$ cat config.mk
export PLATFORM = sky130hd
export DESIGN_NAME = coord_entry
export DESIGN_NICKNAME = d
export VERILOG_FILES = /design/src/design/maze_pkg.sv /design/src/design/coord_entry.sv
export SDC_FILE = /design/constraint.sdc
export NUM_CORES = 1
export LEC_CHECK = 0
export BUFFER_PORTS_ARGS = -buffer_cell sky130_fd_sc_hd__clkbuf_2
export CAP_MARGIN = 20
export CORE_ASPECT_RATIO = 1.1
export CORE_MARGIN = 2
export CORE_UTILIZATION = 45
export CTS_CLUSTER_SIZE = 25
export DETAILED_ROUTE_END_ITERATION = 8
export PLACE_DENSITY = 0.7
export SKIP_LAST_GASP = 1
export SLEW_MARGIN = 20
export SYNTH_ARGS = -nofsm -noshare
export SYNTH_HDL_FRONTEND = slang
export SYNTH_SLANG_ARGS = --single-unit
$ cat constraint.sdc
create_clock -name clock -period 3.5 [get_ports clock]
set_clock_uncertainty 0.05 [all_clocks]
set_input_delay 0.7 -clock clock [delete_from_list [all_inputs] [get_ports clock]]
set_output_delay 0.7 -clock clock [all_outputs]
set_load 0.005 [all_outputs]
$ cat src/design/maze_pkg.sv
// ~~~~~~~~~~~~~~~~~~~~~~~~~~~~~~
// 320x240 canvas, 3-bit colour, 29x13 maze of 8x8 tiles
// ~~~~~~~~~~~~~~~~~~~~~~~~~~~~~~
package maze_pkg;

	// visible canvas
	localparam int SCREEN_W = 320;
	localparam int SCREEN_H = 240;

	// maze geometry
	localparam int TILE_SIZE = 8;
	localparam int MAZE_COLS = 29;
	localparam int MAZE_ROWS = 13;

	localparam int X_BITS = 9;
	localparam int Y_BITS = 8;
	localparam int COLOR_BITS = 3;
	localparam int CANVAS_ADDR_BITS = 17; // y * SCREEN_W + x

	localparam int OFFSET_BITS = 3;   // pixel offset inside a tile
	localparam int COL_BITS = 5;      // tile column index
	localparam int MAP_ADDR_BITS = 4; // tile row index, one ROM word per row

	localparam logic [COLOR_BITS-1:0] WALL_COLOR = 3'b111;
	localparam logic [COLOR_BITS-1:0] FLOOR_COLOR = 3'b000;

	typedef logic [6:0] seg_t; // active low, bit 6 is segment g

	typedef logic [MAZE_COLS-1:0] map_row_t; // bit n is tile column n

	typedef struct packed {
		logic [X_BITS-1:0] x;
		logic [Y_BITS-1:0] y;
	} coord_t;

	typedef struct packed {
		coord_t pos;
		logic [COLOR_BITS-1:0] color;
	} pixel_t;

endpackage

$ cat src/design/coord_entry.sv
// ~~~~~~~~~~~~~~~~~~~~~~~~~~~~~~
// y keeps 7 switch bits, x keeps 8; top bit of each reads zero
// ~~~~~~~~~~~~~~~~~~~~~~~~~~~~~~
`timescale 1ns/10ps

module coord_entry import maze_pkg::*; (
	input logic clock,
	input logic resetn,
	input logic [7:0] switches,
	input logic load_y,
	input logic load_x,
	output coord_t origin,
	output seg_t hex_x_hi,
	output seg_t hex_x_lo,
	output seg_t hex_y_hi,
	output seg_t hex_y_lo
);

	// hex digit to active-low segments, g down to a
	function automatic seg_t hex_to_seg(input logic [3:0] value);
		case (value)
			4'h0: hex_to_seg = 7'b1000000;
			4'h1: hex_to_seg = 7'b1111001;
			4'h2: hex_to_seg = 7'b0100100;
			4'h3: hex_to_seg = 7'b0110000;
			4'h4: hex_to_seg = 7'b0011001;
			4'h5: hex_to_seg = 7'b0010010;
			4'h6: hex_to_seg = 7'b0000010;
			4'h7: hex_to_seg = 7'b1111000;
			4'h8: hex_to_seg = 7'b0000000;
			4'h9: hex_to_seg = 7'b0010000;
			4'ha: hex_to_seg = 7'b0001000;
			4'hb: hex_to_seg = 7'b0000011;
			4'hc: hex_to_seg = 7'b1000110;
			4'hd: hex_to_seg = 7'b0100001;
			4'he: hex_to_seg = 7'b0000110;
			default: hex_to_seg = 7'b0001110;
		endcase
	endfunction

	always_ff @(posedge clock) begin
		if (!resetn) begin
			origin <= '0;
		end else begin
			if (load_y)
				origin.y <= {1'b0, switches[6:0]};
			if (load_x)
				origin.x <= {1'b0, switches[7:0]};
		end
	end

	// digits track the registers directly
	assign hex_x_hi = hex_to_seg(origin.x[7:4]);
	assign hex_x_lo = hex_to_seg(origin.x[3:0]);
	assign hex_y_hi = hex_to_seg({1'b0, origin.y[6:4]}); // y stays below 128
	assign hex_y_lo = hex_to_seg(origin.y[3:0]);

endmodule

==> results.py <==
metrics = {
    "layout": {
        "layout-drive-gt1-share_pct": 27.7,
        "area_growth_pct": 17.3,
        "fin_cells": 341,
        "nNetsFinal": 320,
        "antenna_cells": 0,
    },
    "clocking": {
        "cts_root_buffer": "sky130_fd_sc_hd__clkbuf_8",
        "cts_max_path_buffers": 2,
        "clock-sinks": 43,
        "insertion_delay_ns": 0.29,
        "cts-buffers-inserted": 5,
        "ctsResizeCount": 0,
        "cts_setup_buffers": 0,
        "cts_tree": "done",
        "htree_levels": 2,
        "worst_setup_hold_path_clk_slew_ns": 0.08,
        "holdBufCountCts": 0,
    },
    "outcome": {
        "run_status": "finished clean",
    },
    "timing": {
        "achievable-frequency_mhz": 430,
        "period_utilization_post_route_pct": 66.4,
        "finalSetupViolCount": 0,
        "setup_total_negative_slack_ns": 0,
        "period_minus_slack_ns": 2.32,
        "rsz0062_at_grt": "false",
        "hold_viol": 0,
        "final_max_slew_viol_count": 0,
    },
    "placed_design": {
        "routabilityCongestion": 0.877,
        "post-place-cells": 334,
        "port_buffers": 54,
        "dp_hpwl_mm": 3.30,
    },
    "critical_path": {
        "arrival_time_at_the_worst_endpoint_ns": 2.44,
        "startpoint_to_endpoint_class_of_the_critical_path": "in2reg",
        "critical_path.cell_chain": "clkbuf_2 > mux2_2 > nand2_1 > inv_1 > ha_1 > mux4_2",
        "reg2reg_from": "origin[8]$_SDFFE_PN0P_",
        "cpLargestDelayFamily": "multiplexers",
        "setup.worst_path.start_class": "primary input",
        "cp.required_ns": 3.62,
        "setup.worst_path.end_class": "flop",
        "timing.critical_path.from": "load_x",
        "worst_reg_to_reg_setup_slack_ns": 1.68,
        "max_stage_delay_ns": 0.48,
        "worstPathBufferInverterCount": 2,
        "slowest_stage": "sky130_fd_sc_hd__mux4_2",
        "path_max_fanout": 17,
    },
    "synth": {
        "number_of_distinct_library_cells_after_synthesis": 38,
        "syn_avg_cell_area_um2": 9.60,
        "synth_area_leader": "sky130_fd_sc_hd__dfxtp_1",
        "synthesis.area_um2": 2210,
        "yosysTopAreaCellShare_pct": 39.0,
        "synthesis.instances": 230,
        "seq_area_frac_synth_pct": 39.0,
        "synth.ff_latch_count": 43,
        "synth_area_leaders": "sky130_fd_sc_hd__dfxtp_1 39%, sky130_fd_sc_hd__ha_1 13%, sky130_fd_sc_hd__mux2_2 5.6%",
        "yosysWarningCount": 0,
    },
    "routing": {
        "drt_pre_antenna_iters": 4,
        "remaining_drc_errors": 0,
        "finalWirelength_mm": 4.34,
        "wl_per_cell_um": 12.7,
        "vias": 1754,
        "via_per_inst": 5.14,
        "detail-route-antenna-nets": 0,
        "detailedRoute.firstIterationViolations": 127,
    },
    "power_and_ir_drop": {
        "vdd.ir_drop.worst_mv": 0.256,
        "cellPowerDensity_nw_per_um2": 408,
        "p_total_uw": 1060,
        "static_leakage_uw": 0.00128,
    },
    "global_route": {
        "grt_pass1_wl_mm": 7.16,
        "gr_usage_total_pct": 16.2,
        "overflow": 0,
        "number_of_antenna_violations_at_the_first_check_in_global_routing": 0,
        "grt_max_degree": 27,
        "grt_pass1_vias": 1548,
    },
    "worst_hold_path": {
        "worstHoldPathType": "reg2reg",
        "hold_path_startpoint": "origin[5]$_SDFFE_PN0P_",
    },
    "floorplan": {
        "core.rowCount": 26,
        "initial_core_util_pct": 47.1,
        "floorplan.die_area_um2": 5480,
        "die_x_um": 70.8,
        "chipHeight_um": 77.5,
        "floorplan.io_pins": 57,
        "fp.coreArea_um2": 4680,
    },
    "flow_run": {
        "max-cap-violations": 0,
    },
}
==> cell type report <==
type	instances	area (µm²)
clock inverter	1	5.00
timing repair buffer	55	278
clock buffer	6	82.6
inverter	23	86.3
fill	422	2090
multi-input combinational	157	1210
sequential	43	861
tap	56	70.1
==> cells by family (layout without fill, tap and decap cells) <==
family	Yosys count	in the layout	synth area share (%)
AOI/OAI and AO/OA	44	44	13.4
muxes	19	19	10.4
DFF	43	43	39.0
adders and majority gates	23	23	13.0
and+or+nand+nor	69	69	17.5
buffers and inverters	31	85	6.52
other	1	2	0.170
==> path summary, 6_finish.rpt <==
kind / endpoint / cells past startpoint
max: hex_x_lo[3]$_DFF_P_ / 6
min: origin[5]$_SDFFE_PN0P_ / 2
max reg2reg: hex_x_lo[3]$_DFF_P_ / 5
min reg2reg: origin[5]$_SDFFE_PN0P_ / 2
==> where the power goes <==
| part | internal [µW] | switching [µW] |
|---|---|---|
| clock network | 155 | 160 |
| registers | 532 | 16.3 |
| logic | 91.1 | 103 |
| total | 778 | 279 |
==> routing by layer <==
layer | vias up | part of all wire [%] | global-route usage, %
met1 | 801 | 47 | 20.8
met3 | 5 | 5.1 | 4.55
met4 | 0 | 1.6 | 6.79
met5 | - | 0 | 0
met2 | 50 | 47 | 25.5
li1 | 898 | - | -
==> per-stage QoR <==
| stage | worst slack (ns) | utilization [%] | cell area [µm²] | hold slack [ns] |
|---|---|---|---|---|
| after floorplan | 1.08 | - | 2210 | 0.471 |
| after global placement | 0.945 | 53.4 | 2500 | 0.466 |
| after detailed placement | 0.868 | 53.4 | 2500 | 0.477 |
| after CTS | 1.18 | 55.3 | 2590 | 0.494 |
| after global routing | 1.05 | 55.3 | 2590 | 0.533 |
| final | 1.18 | 55.3 | 2590 | 0.487 |
==> cell usage after synthesis <==
cell type	number
sky130_fd_sc_hd__and2_1	10
sky130_fd_sc_hd__o32ai_2	1
sky130_fd_sc_hd__o32a_1	1
sky130_fd_sc_hd__ha_1	23
sky130_fd_sc_hd__and3_1	1
sky130_fd_sc_hd__conb_1	1
sky130_fd_sc_hd__nand4bb_1	1
sky130_fd_sc_hd__nor3b_1	4
sky130_fd_sc_hd__nor4_1	1
sky130_fd_sc_hd__nand2b_4	2
sky130_fd_sc_hd__clkbuf_1	1
sky130_fd_sc_hd__a32oi_1	1
sky130_fd_sc_hd__nor2b_1	4
sky130_fd_sc_hd__mux4_2	2
sky130_fd_sc_hd__nand3_1	5
sky130_fd_sc_hd__o22ai_1	4
sky130_fd_sc_hd__o2bb2ai_1	4
sky130_fd_sc_hd__nand2_1	20
sky130_fd_sc_hd__o21a_1	1
sky130_fd_sc_hd__mux2i_1	6
sky130_fd_sc_hd__mux2_2	11
sky130_fd_sc_hd__a22oi_1	3
sky130_fd_sc_hd__nand3b_1	2
sky130_fd_sc_hd__nor2_1	5
sky130_fd_sc_hd__inv_1	23
sky130_fd_sc_hd__buf_4	5
sky130_fd_sc_hd__o21ai_0	14
sky130_fd_sc_hd__and2b_1	1
sky130_fd_sc_hd__a32o_1	1
sky130_fd_sc_hd__nand2_2	1
sky130_fd_sc_hd__dfxtp_1	43
sky130_fd_sc_hd__nor3_1	4
sky130_fd_sc_hd__o32ai_1	5
sky130_fd_sc_hd__buf_6	1
sky130_fd_sc_hd__a21oi_1	8
sky130_fd_sc_hd__o31ai_1	1
sky130_fd_sc_hd__nand2b_1	8
sky130_fd_sc_hd__buf_2	1
==> flip-flops by register name (all words and copies together) (netlist names) <==
signal and count:
hex_y_hi 7, hex_y_lo 7, origin 15, hex_x_hi 7
hex_x_lo 7
==> cells in the final DEF, fill, tap and decap left out, types with 5 or more instances in the layout <==
| cell type | instances |
|---|---|
| sky130_fd_sc_hd__inv_1 | 23 |
| sky130_fd_sc_hd__clkbuf_2 | 54 |
| sky130_fd_sc_hd__nand2_1 | 20 |
| sky130_fd_sc_hd__o32ai_1 | 5 |
| sky130_fd_sc_hd__nand2b_1 | 8 |
| sky130_fd_sc_hd__mux2i_1 | 6 |
| sky130_fd_sc_hd__ha_1 | 23 |
| sky130_fd_sc_hd__mux2_2 | 11 |
| sky130_fd_sc_hd__o21ai_0 | 14 |
| sky130_fd_sc_hd__nor2_1 | 5 |
| sky130_fd_sc_hd__and2_1 | 10 |
| sky130_fd_sc_hd__dfxtp_1 | 43 |
| sky130_fd_sc_hd__clkbuf_8 | 6 |
| sky130_fd_sc_hd__a21oi_1 | 8 |
| sky130_fd_sc_hd__nand3_1 | 5 |
==> tightest hold or removal path, stage by stage (launching register included) <==
cell and delay, ns:
sky130_fd_sc_hd__dfxtp_1 0.33, sky130_fd_sc_hd__mux2i_1 0.08, sky130_fd_sc_hd__nor2b_1 0.10
No activity file was read; power rests on OpenSTA's default activity.
