--- src/design/maze_pkg.sv ---
// ~~~~~~~~~~~~~~~~~~~~~~~~~~~~~~
// 320x240 canvas, 3-bit colour, 29x13 maze of 8x8 tiles
// ~~~~~~~~~~~~~~~~~~~~~~~~~~~~~~
package maze_pkg;

	// visible canvas
	localparam int SCREEN_W = 320;
	localparam int SCREEN_H = 240;

	// maze geometry
	localparam int TILE_SIZE = 8;
	localparam int MAZE_COLS = 29;
	localparam int MAZE_ROWS = 13;

	localparam int X_BITS = 9;
	localparam int Y_BITS = 8;
	localparam int COLOR_BITS = 3;
	localparam int CANVAS_ADDR_BITS = 17; // y * SCREEN_W + x

	localparam int OFFSET_BITS = 3;   // pixel offset inside a tile
	localparam int COL_BITS = 5;      // tile column index
	localparam int MAP_ADDR_BITS = 4; // tile row index, one ROM word per row

	localparam logic [COLOR_BITS-1:0] WALL_COLOR = 3'b111;
	localparam logic [COLOR_BITS-1:0] FLOOR_COLOR = 3'b000;

	typedef logic [6:0] seg_t; // active low, bit 6 is segment g

	typedef logic [MAZE_COLS-1:0] map_row_t; // bit n is tile column n

	typedef struct packed {
		logic [X_BITS-1:0] x;
		logic [Y_BITS-1:0] y;
	} coord_t;

	typedef struct packed {
		coord_t pos;
		logic [COLOR_BITS-1:0] color;
	} pixel_t;

endpackage

--- src/design/maze_tile_walker.sv ---
// ~~~~~~~~~~~~~~~~~~~~~~~~~~~~~~
// start is ignored while busy; positions wrap at the coordinate widths
// ~~~~~~~~~~~~~~~~~~~~~~~~~~~~~~
`timescale 1ns/10ps

module maze_tile_walker import maze_pkg::*; (
	input logic clock,
	input logic resetn,
	input logic start,
	input coord_t origin,
	input map_row_t map_row,
	output logic [MAP_ADDR_BITS-1:0] map_row_addr,
	output pixel_t pixel,
	output logic plot,
	output logic busy,
	output logic done
);

	logic scanning; // counters are stepping
	logic [OFFSET_BITS-1:0] dx;
	logic [OFFSET_BITS-1:0] dy;
	logic [COL_BITS-1:0] tile_col;
	logic [MAP_ADDR_BITS-1:0] tile_row;
	coord_t origin_q;
	coord_t scan_pos;
	logic last_pos;
	logic launch;

	// stage 1 waits here for the ROM row
	logic s1_valid;
	logic s1_last;
	logic [COL_BITS-1:0] s1_col;
	coord_t s1_pos;

	logic s2_last;
	logic on_screen;

	assign launch = start && !busy;

	assign last_pos = (dx == OFFSET_BITS'(TILE_SIZE - 1)) &&
		(dy == OFFSET_BITS'(TILE_SIZE - 1)) &&
		(tile_col == COL_BITS'(MAZE_COLS - 1)) &&
		(tile_row == MAP_ADDR_BITS'(MAZE_ROWS - 1));

	// origin + tile * TILE_SIZE + offset, truncated
	assign scan_pos.x = origin_q.x + X_BITS'(tile_col) * X_BITS'(TILE_SIZE) + X_BITS'(dx);
	assign scan_pos.y = origin_q.y + Y_BITS'(tile_row) * Y_BITS'(TILE_SIZE) + Y_BITS'(dy);

	assign map_row_addr = tile_row;

	// dx fastest, then dy, tile column, tile row
	always_ff @(posedge clock) begin
		if (!resetn) begin
			scanning <= 1'b0;
			dx <= '0;
			dy <= '0;
			tile_col <= '0;
			tile_row <= '0;
		end else if (launch) begin
			scanning <= 1'b1;
			dx <= '0;
			dy <= '0;
			tile_col <= '0;
			tile_row <= '0;
		end else if (scanning) begin
			if (last_pos)
				scanning <= 1'b0;
			if (dx == OFFSET_BITS'(TILE_SIZE - 1)) begin
				dx <= '0;
				if (dy == OFFSET_BITS'(TILE_SIZE - 1)) begin
					dy <= '0;
					if (tile_col == COL_BITS'(MAZE_COLS - 1)) begin
						tile_col <= '0;
						if (tile_row == MAP_ADDR_BITS'(MAZE_ROWS - 1))
							tile_row <= '0;
						else
							tile_row <= tile_row + 1'b1;
					end else begin
						tile_col <= tile_col + 1'b1;
					end
				end else begin
					dy <= dy + 1'b1;
				end
			end else begin
				dx <= dx + 1'b1;
			end
		end
	end

	always_ff @(posedge clock) begin
		if (launch)
			origin_q <= origin; // held for the whole draw
		s1_pos <= scan_pos;
		s1_col <= tile_col;
	end

	assign on_screen = (s1_pos.x < X_BITS'(SCREEN_W)) && (s1_pos.y < Y_BITS'(SCREEN_H));

	always_ff @(posedge clock) begin
		if (!resetn) begin
			s1_valid <= 1'b0;
			s1_last <= 1'b0;
			s2_last <= 1'b0;
			plot <= 1'b0;
			done <= 1'b0;
			busy <= 1'b0;
		end else begin
			s1_valid <= scanning;
			s1_last <= scanning && last_pos;
			s2_last <= s1_last;
			plot <= s1_valid && on_screen; // off-screen pixels still take their cycle
			done <= s2_last;
			if (launch)
				busy <= 1'b1;
			else if (s2_last)
				busy <= 1'b0; // drops together with done
		end
	end

	// pixel holds its last value between draws
	always_ff @(posedge clock) begin
		if (s1_valid) begin
			pixel.pos <= s1_pos;
			pixel.color <= map_row[s1_col] ? WALL_COLOR : FLOOR_COLOR;
		end
	end

endmodule

--- config.mk ---
export PLATFORM = sky130hd
export DESIGN_NAME = maze_tile_walker
export DESIGN_NICKNAME = d
export VERILOG_FILES = /design/src/design/maze_pkg.sv /design/src/design/maze_tile_walker.sv
export SDC_FILE = /design/constraint.sdc
export NUM_CORES = 1
export LEC_CHECK = 0
export BUFFER_PORTS_ARGS = -buffer_cell sky130_fd_sc_hd__buf_2
export CORE_MARGIN = 5
export CORE_UTILIZATION = 55
export DETAILED_ROUTE_END_ITERATION = 8
export PLACE_DENSITY = 0.81
export SKIP_CTS_REPAIR_TIMING = 1
export SYNTH_ARGS = -nofsm -noshare
export SYNTH_HDL_FRONTEND = slang
export SYNTH_SLANG_ARGS = --single-unit
--- constraint.sdc ---
create_clock -name clock -period 3.2 [get_ports clock]
set_clock_uncertainty 0.15 [all_clocks]
set_input_delay 0.96 -clock clock [delete_from_list [all_inputs] [get_ports clock]]
set_output_delay 0.96 -clock clock [all_outputs]
set_load 0.02 [all_outputs]
==> results.ini, run 1 <==
[critical_path]
cp_cell_sequence = buf_2
rr_worst_depth = 6
crit_slowest_cell = dfxtp_1
critPathRequiredTime_ps = 2090
path_buf_inv = 1
r2r-start = dx[1]
critPathMaxStageDelay_ps = 440
start_kind = flip-flop
cp_max_fo = 6
r2r_setup_slack_ps = 1160
r2r-end = tile_col[0]
crit_type = reg -> out
worstPathArrival_ps = 980
critPathTopFamily = flip-flops
cp-end-kind = output port

[drt]
routedWlPerCell_microns = 15.0
drt_wl_total_mm = 6.43
ant_nets = 0
drc = 0
drt-pass1-iter-count = 4
num_vias = 2245
first_iter_violations = 81
vias_per_cell = 5.22

[sta]
relSlewSlack = 0.389
fmax_ghz = 0.479
setup_tns_ps = 0
final.min_clock_period_ps = 2090
hold_violations = 0
final.period_utilization = 0.652
maxSlewViolCount = 0
tightest_slew_ps = 916
rsz0062_at_grt = no
setup_viol = 0

[yosys]
synthCells = 270
synth_area_sq_mm = 0.00339
synth_area_leader_cell = edfxtp_1
ys_top_cells_by_area = edfxtp_1 31%, dfxtp_1 26%, ha_1 8.5%
yosysSeqAreaShare = 0.571
synthFlopType = dfxtp_1
synth.top_cell.area_share = 0.310
synth_seq_cells = 79
syn_nets = 344
yosys_warnings = 0
synth_enable_flop_cells = 35
synth.avg_cell_area_sq_um = 12.5
ys_types = 45
synthArstFlopShare = 0

[pwr]
power_leakage_nw = 1.69
power_density_mw_per_mm2 = 486
p_int_mw = 1.53
combPwrFrac = 0.060
power_frac_clock = 0.367
ir_worst_vdd_uv = 318
swShare = 0.215
p_seq_frac = 0.573
finalPower_mw = 1.95
switchingPower_mw = 0.419

[placed_design]
io_buffers = 75
place_hpwl_mm = 4.93
routabilityCongestion = 0.823

[floorplan]
start_util = 0.568
die_area_sq_mm = 0.00783
die_w_microns = 88.5
fp-row-count = 28
design.core.area_sq_mm = 0.00596
die_h_microns = 88.5
ioPinCount = 76

[hold_path]
hold_start = s1_pos[11]
min_path_cells = 0
holdPathEnd = pixel[14]
min_path_type = reg -> reg

[job]
drv_cap = 0

[cts]
clkTransAtPathRegs_ps = 80
clockRootBuffer = clkbuf_8
tritoncts = done
clockBufferDepth = 2
insertion_delay_ps = 330
cts_buffers = 9
cts-htree-levels = 3
clkSinkCount = 79

[global_routing]
antenna_found_initial = 0
grt_max_degree = 20
track_usage = 0.174
grt_overflow_total = 0
grt_pass1_vias = 2168
grt_first_pass_wirelength_mm = 10.3

[layout]
drive_above_1_share = 0.273
area.growth.synth_to_final_pct = 18.4
diodes = 0
nets = 424

[run_status]
status = finished, final reports clean

==> final cells by class <==
type	instances	area (sq um)
flip-flops and latches	79	1930
inverters	16	60.1
well taps	75	93.8
multi-input cells	169	1350
fillers	463	1950
clock buffers	10	138
repair buffers	75	375
clock inverters	6	60.1
==> layout by cell type, fill, tap and decap left out, types with 4 or more instances in the layout <==
cell and instances:
a21oi_1 8, nor3_1 6, clkbuf_8 10, and2_1 4
xnor2_1 12, dfxtp_1 44, buf_2 75, inv_1 16
ha_1 23, edfxtp_1 35, o21a_1 5, nor2_1 23
mux2i_1 8, o21ai_0 4, and3_1 4, nand2_1 8
xor2_1 5, nand3_1 10, nor2b_1 5
==> sequential cells by signal (all words and copies together) (netlist names) <==
register,count
s1_last,1
s2_last,1
dx,3
busy,1
dy,3
plot,1
s1_pos,17
s1_col,5
pixel,18
scanning,1
done,1
map_row_addr,4
tile_col,5
origin_q,17
s1_valid,1
==> kinds of logic (layout without fill, tap and decap cells) <==
family                     after synthesis  count (layout)  synth area share
DFF                                     79              79             0.571
and+or+nand+nor                         77              77             0.117
AOI/OAI and AO/OA                       37              37            0.0820
adders and majority gates               25              25            0.0968
buffers and inverters                   22             107            0.0307
xor gates and xnor gates                17              17            0.0440
muxes                                   13              13            0.0591
==> stage by stage <==
stage                     instance area [sq um]  instances  setup slack, ps  utilization  hold WS, ps
final                                      4010        430             1110        0.673          259
after global routing                       4010        430             1010        0.673          266
after CTS                                  4010        430             1080        0.673          260
after detailed placement                   3810        414              833        0.640          240
after global placement                     3810        414              887        0.640          237
after floorplan                            3390        270             1030            -          229
==> how the worst max path moves through the flow <==
stage / startpoint / end / slack, ps / depth (start not counted)
final: map_row_addr[1] / map_row_addr[1] / 1110 / 1
after floorplan: map_row[11] / pixel[1] / 1030 / 4
after detailed placement: map_row[11] / pixel[1] / 830 / 5
after global placement: map_row[15] / pixel[1] / 890 / 5
after CTS: map_row_addr[1] / map_row_addr[1] / 1080 / 1
after global routing: dx[1] / tile_col[3] / 1010 / 6
==> cells in the mapped netlist (5+ instances only) <==
cell type and number:
xnor2_1 12, nor2b_1 5, mux2i_1 8, edfxtp_1 35, xor2_1 5, inv_1 16, nand2_1 8, nand3_1 10
ha_1 23, nor2_1 23, a21oi_1 8, o21a_1 5, dfxtp_1 44, nor3_1 6
==> power by group through the flow <==
stage / Sequential, mW / Clock [mW] / Combinational, mW
2_1_floorplan: 1.14 / 0 / 0.0571
3_3_place_gp: 1.14 / 0 / 0.112
3_5_place_dp: 1.14 / 0 / 0.118
4_1_cts: 1.12 / 0.729 / 0.119
5_1_grt: 1.12 / 0.786 / 0.130
6_report: 1.12 / 0.714 / 0.117
==> routing by layer <==
| metal | routed length [microns] | vias up | global-route usage |
|---|---|---|---|
| li1 | - | 1140 | - |
| met1 | 2730 | 1030 | 0.220 |
| met2 | 3210 | 67 | 0.295 |
| met3 | 404 | 8 | 0.0317 |
| met4 | 88 | 0 | 0.0728 |
| met5 | 0 | - | 0 |
Note: power is estimated with default switching activity, not from simulation.
==> inputs of run 2 (changes only) <==
--- a/config.mk
+++ b/config.mk
@@ -7,9 +7,9 @@
 export LEC_CHECK = 0
 export BUFFER_PORTS_ARGS = -buffer_cell sky130_fd_sc_hd__buf_2
 export CORE_MARGIN = 5
-export CORE_UTILIZATION = 55
+export CORE_UTILIZATION = 48
 export DETAILED_ROUTE_END_ITERATION = 8
-export PLACE_DENSITY = 0.81
+export PLACE_DENSITY = 0.75
 export SKIP_CTS_REPAIR_TIMING = 1
 export SYNTH_ARGS = -nofsm -noshare
 export SYNTH_HDL_FRONTEND = slang
==> constraint.sdc (replaced) <==
create_clock -name clock -period 1.9 [get_ports clock]
set_clock_uncertainty 0.15 [all_clocks]
set_input_delay 0.57 -clock clock [delete_from_list [all_inputs] [get_ports clock]]
set_output_delay 0.57 -clock clock [all_outputs]
set_load 0.02 [all_outputs]
==> run 2 against run 1 <==
Compared with the run above: first-iteration DRC count decreased by 17%; critical path depth increased by 5; die area increased by 13%; combinational power is 100% higher; design area grew 7.1%; register-to-register slack got worse by 1100 ps; highest routed layer unchanged; final cell count is 11% higher; global-route usage shrank 2.0 points; sequential share of layout area decreased by 3.0 points; non-clock buffer count increased by 25; via count rose by 5.6%; critical endpoint is now s1_pos[14].
==> results.ini, run 2 (synthesis results as in run 1) <==
[run_status]
status = finished, final reports clean

[global_routing]
grt_max_degree = 14  ; -30%
antenna_found_initial = 0  ; unchanged
grt_first_pass_wirelength_mm = 10.5  ; +1.9%
grt_overflow_total = 0  ; unchanged
grt_pass1_vias = 2241  ; +3.4%
track_usage = 0.154  ; -0.0202

[floorplan]
fp-row-count = 30  ; +7.1%
design.core.area_sq_mm = 0.00683  ; +15%
start_util = 0.496  ; -0.0729
ioPinCount = 76  ; unchanged
die_w_microns = 94.0  ; +6.2%
die_area_sq_mm = 0.00883  ; +13%
die_h_microns = 94.0  ; +6.2%

[cts]
cts_buffers = 9  ; unchanged
clkTransAtPathRegs_ps = 80  ; about the same
clockRootBuffer = clkbuf_8
insertion_delay_ps = 340  ; about the same
clockBufferDepth = 2  ; unchanged
clkSinkCount = 79  ; unchanged
tritoncts = done
cts-htree-levels = 3  ; unchanged

[layout]
nets = 449  ; +5.9%
stdcell_area_sq_mm = 0.00429  ; +7.1%
area.growth.synth_to_final_pct = 26.8
drive_above_1_share = 0.366  ; +0.0926
diodes = 0  ; unchanged
final_cell_mix = 75 x buf_2, 36 x dfxtp_1, 35 x edfxtp_1
finalNonFillerCells = 476  ; +11%
largest_registers = pixel (18), origin_q (17), s1_pos (17)
largest_reg_flops = 18  ; unchanged
regMostFlops = pixel
final_common_cell = buf_2

[drt]
drt-pass1-iter-count = 4  ; unchanged
first_iter_violations = 67  ; -17%
ant_nets = 0  ; unchanged
num_vias = 2371  ; +5.6%
drc = 0  ; unchanged
drt_wl_total_mm = 6.57  ; +2.1%
vias_per_cell = 4.98  ; -4.6%
routedWlPerCell_microns = 13.8  ; -7.8%

[sta]
tightest_slew_ps = 393  ; -523 ps
relSlewSlack = 0.735  ; +0.347
rsz0062_at_grt = yes
final.min_clock_period_ps = 1870
maxSlewViolCount = 0  ; unchanged
setup_viol = 0  ; unchanged
hold_violations = 0  ; unchanged
worst_slack_ps = 34.7  ; -1080 ps
final.period_utilization = 0.982
fmax_ghz = 0.536

[critical_path]
critPathMaxStageDelay_ps = 370  ; -70 ps
start_kind = flip-flop
cp_max_fo = 3  ; -3
path_buf_inv = 0  ; -1
crit_slowest_cell = edfxtp_1
critPathTopFamily = adder cells
crit_type = reg -> reg
cp_cell_sequence = ha_2, fa_2, a21oi_2, o21a_1, o21ai_1, xor2_1
cp-end-kind = flip-flop
critPathRequiredTime_ps = 1980  ; -110 ps
worstPathArrival_ps = 1950  ; +970 ps

[pwr]
power_leakage_nw = 1.81  ; +7.1%
power_density_mw_per_mm2 = 766  ; +58%
ir_worst_vdd_uv = 448  ; +41%

[placed_design]
dpl_cell_area_sq_mm = 0.00401  ; +5.1%
place_ws_ps = -46.9  ; -880 ps
place_hpwl_mm = 4.97  ; +0.85%
dp_cells = 457  ; +10%
routabilityCongestion = 0.789  ; -4.0%
io_buffers = 75  ; unchanged

[hold_path]
min_path_type = in -> reg

[job]
drv_cap = 0  ; unchanged

run 2: changes by cell type in the layout (fill, tap and decap cells not counted), moves of 2 or more:
cell	delta
a21oi_1	-2
a21oi_2	+2
buf_4	+25
clkinvlp_4	+2
dfxtp_1	-8
dfxtp_2	+8
ha_1	-3
ha_4	+2
nand3_1	-2
nand3_2	+2
run 2: power breakdown:
part	switching [mW]	leakage, nW	internal, mW	total [mW]
sequential	0.0265	0.693	1.85	1.87
combinational	0.120	1.03	0.116	0.235
clock	0.582	0.0859	0.600	1.18
total	0.729	1.81	2.56	3.29
run 2: final cells by class:
type | count | area [sq um]
clock buffer | 10 | 128
clock inverter | 6 | 61.3
fill | 559 | 2540
inverter | 16 | 60.1
multi-input combinational | 169 | 1420
sequential | 79 | 1940
tap | 96 | 120
timing repair buffer | 100 | 563
run 2: final timing paths:
path	slack (ps)	to	from	cells after the start
hold / removal	250	origin_q[9]	origin[9]	1
setup / recovery	30	s1_pos[14]	origin_q[8]	6
hold reg to reg	260	pixel[6]	s1_pos[3]	0
setup reg to reg	30	s1_pos[14]	origin_q[8]	6
run 2: through the flow:
| stage | TNS [ps] | total power, mW | util | hold slack, ps |
|---|---|---|---|---|
| after floorplan | 0 | 2.02 | - | 229 |
| after global placement | -30.8 | 2.13 | 0.586 | 237 |
| after detailed placement | -98.3 | 2.14 | 0.586 | 239 |
| after CTS | -144 | 3.31 | 0.614 | 227 |
| after global routing | -42.2 | 3.44 | 0.628 | 221 |
| final | 0 | 3.29 | 0.628 | 245 |
run 2: worst register-to-register path, cell delays in order (launching register included):
cell and delay [ps]:
edfxtp_1 370, ha_2 200, fa_2 370, a21oi_2 180, o21a_1 220, o21ai_1 100, xor2_1 150
run 2: per-layer routing:
metal	wire, microns	global-route usage
met1	2830	0.192
met5	0	0
met3	416	0.0353
met2	3200	0.249
met4	121	0.0806
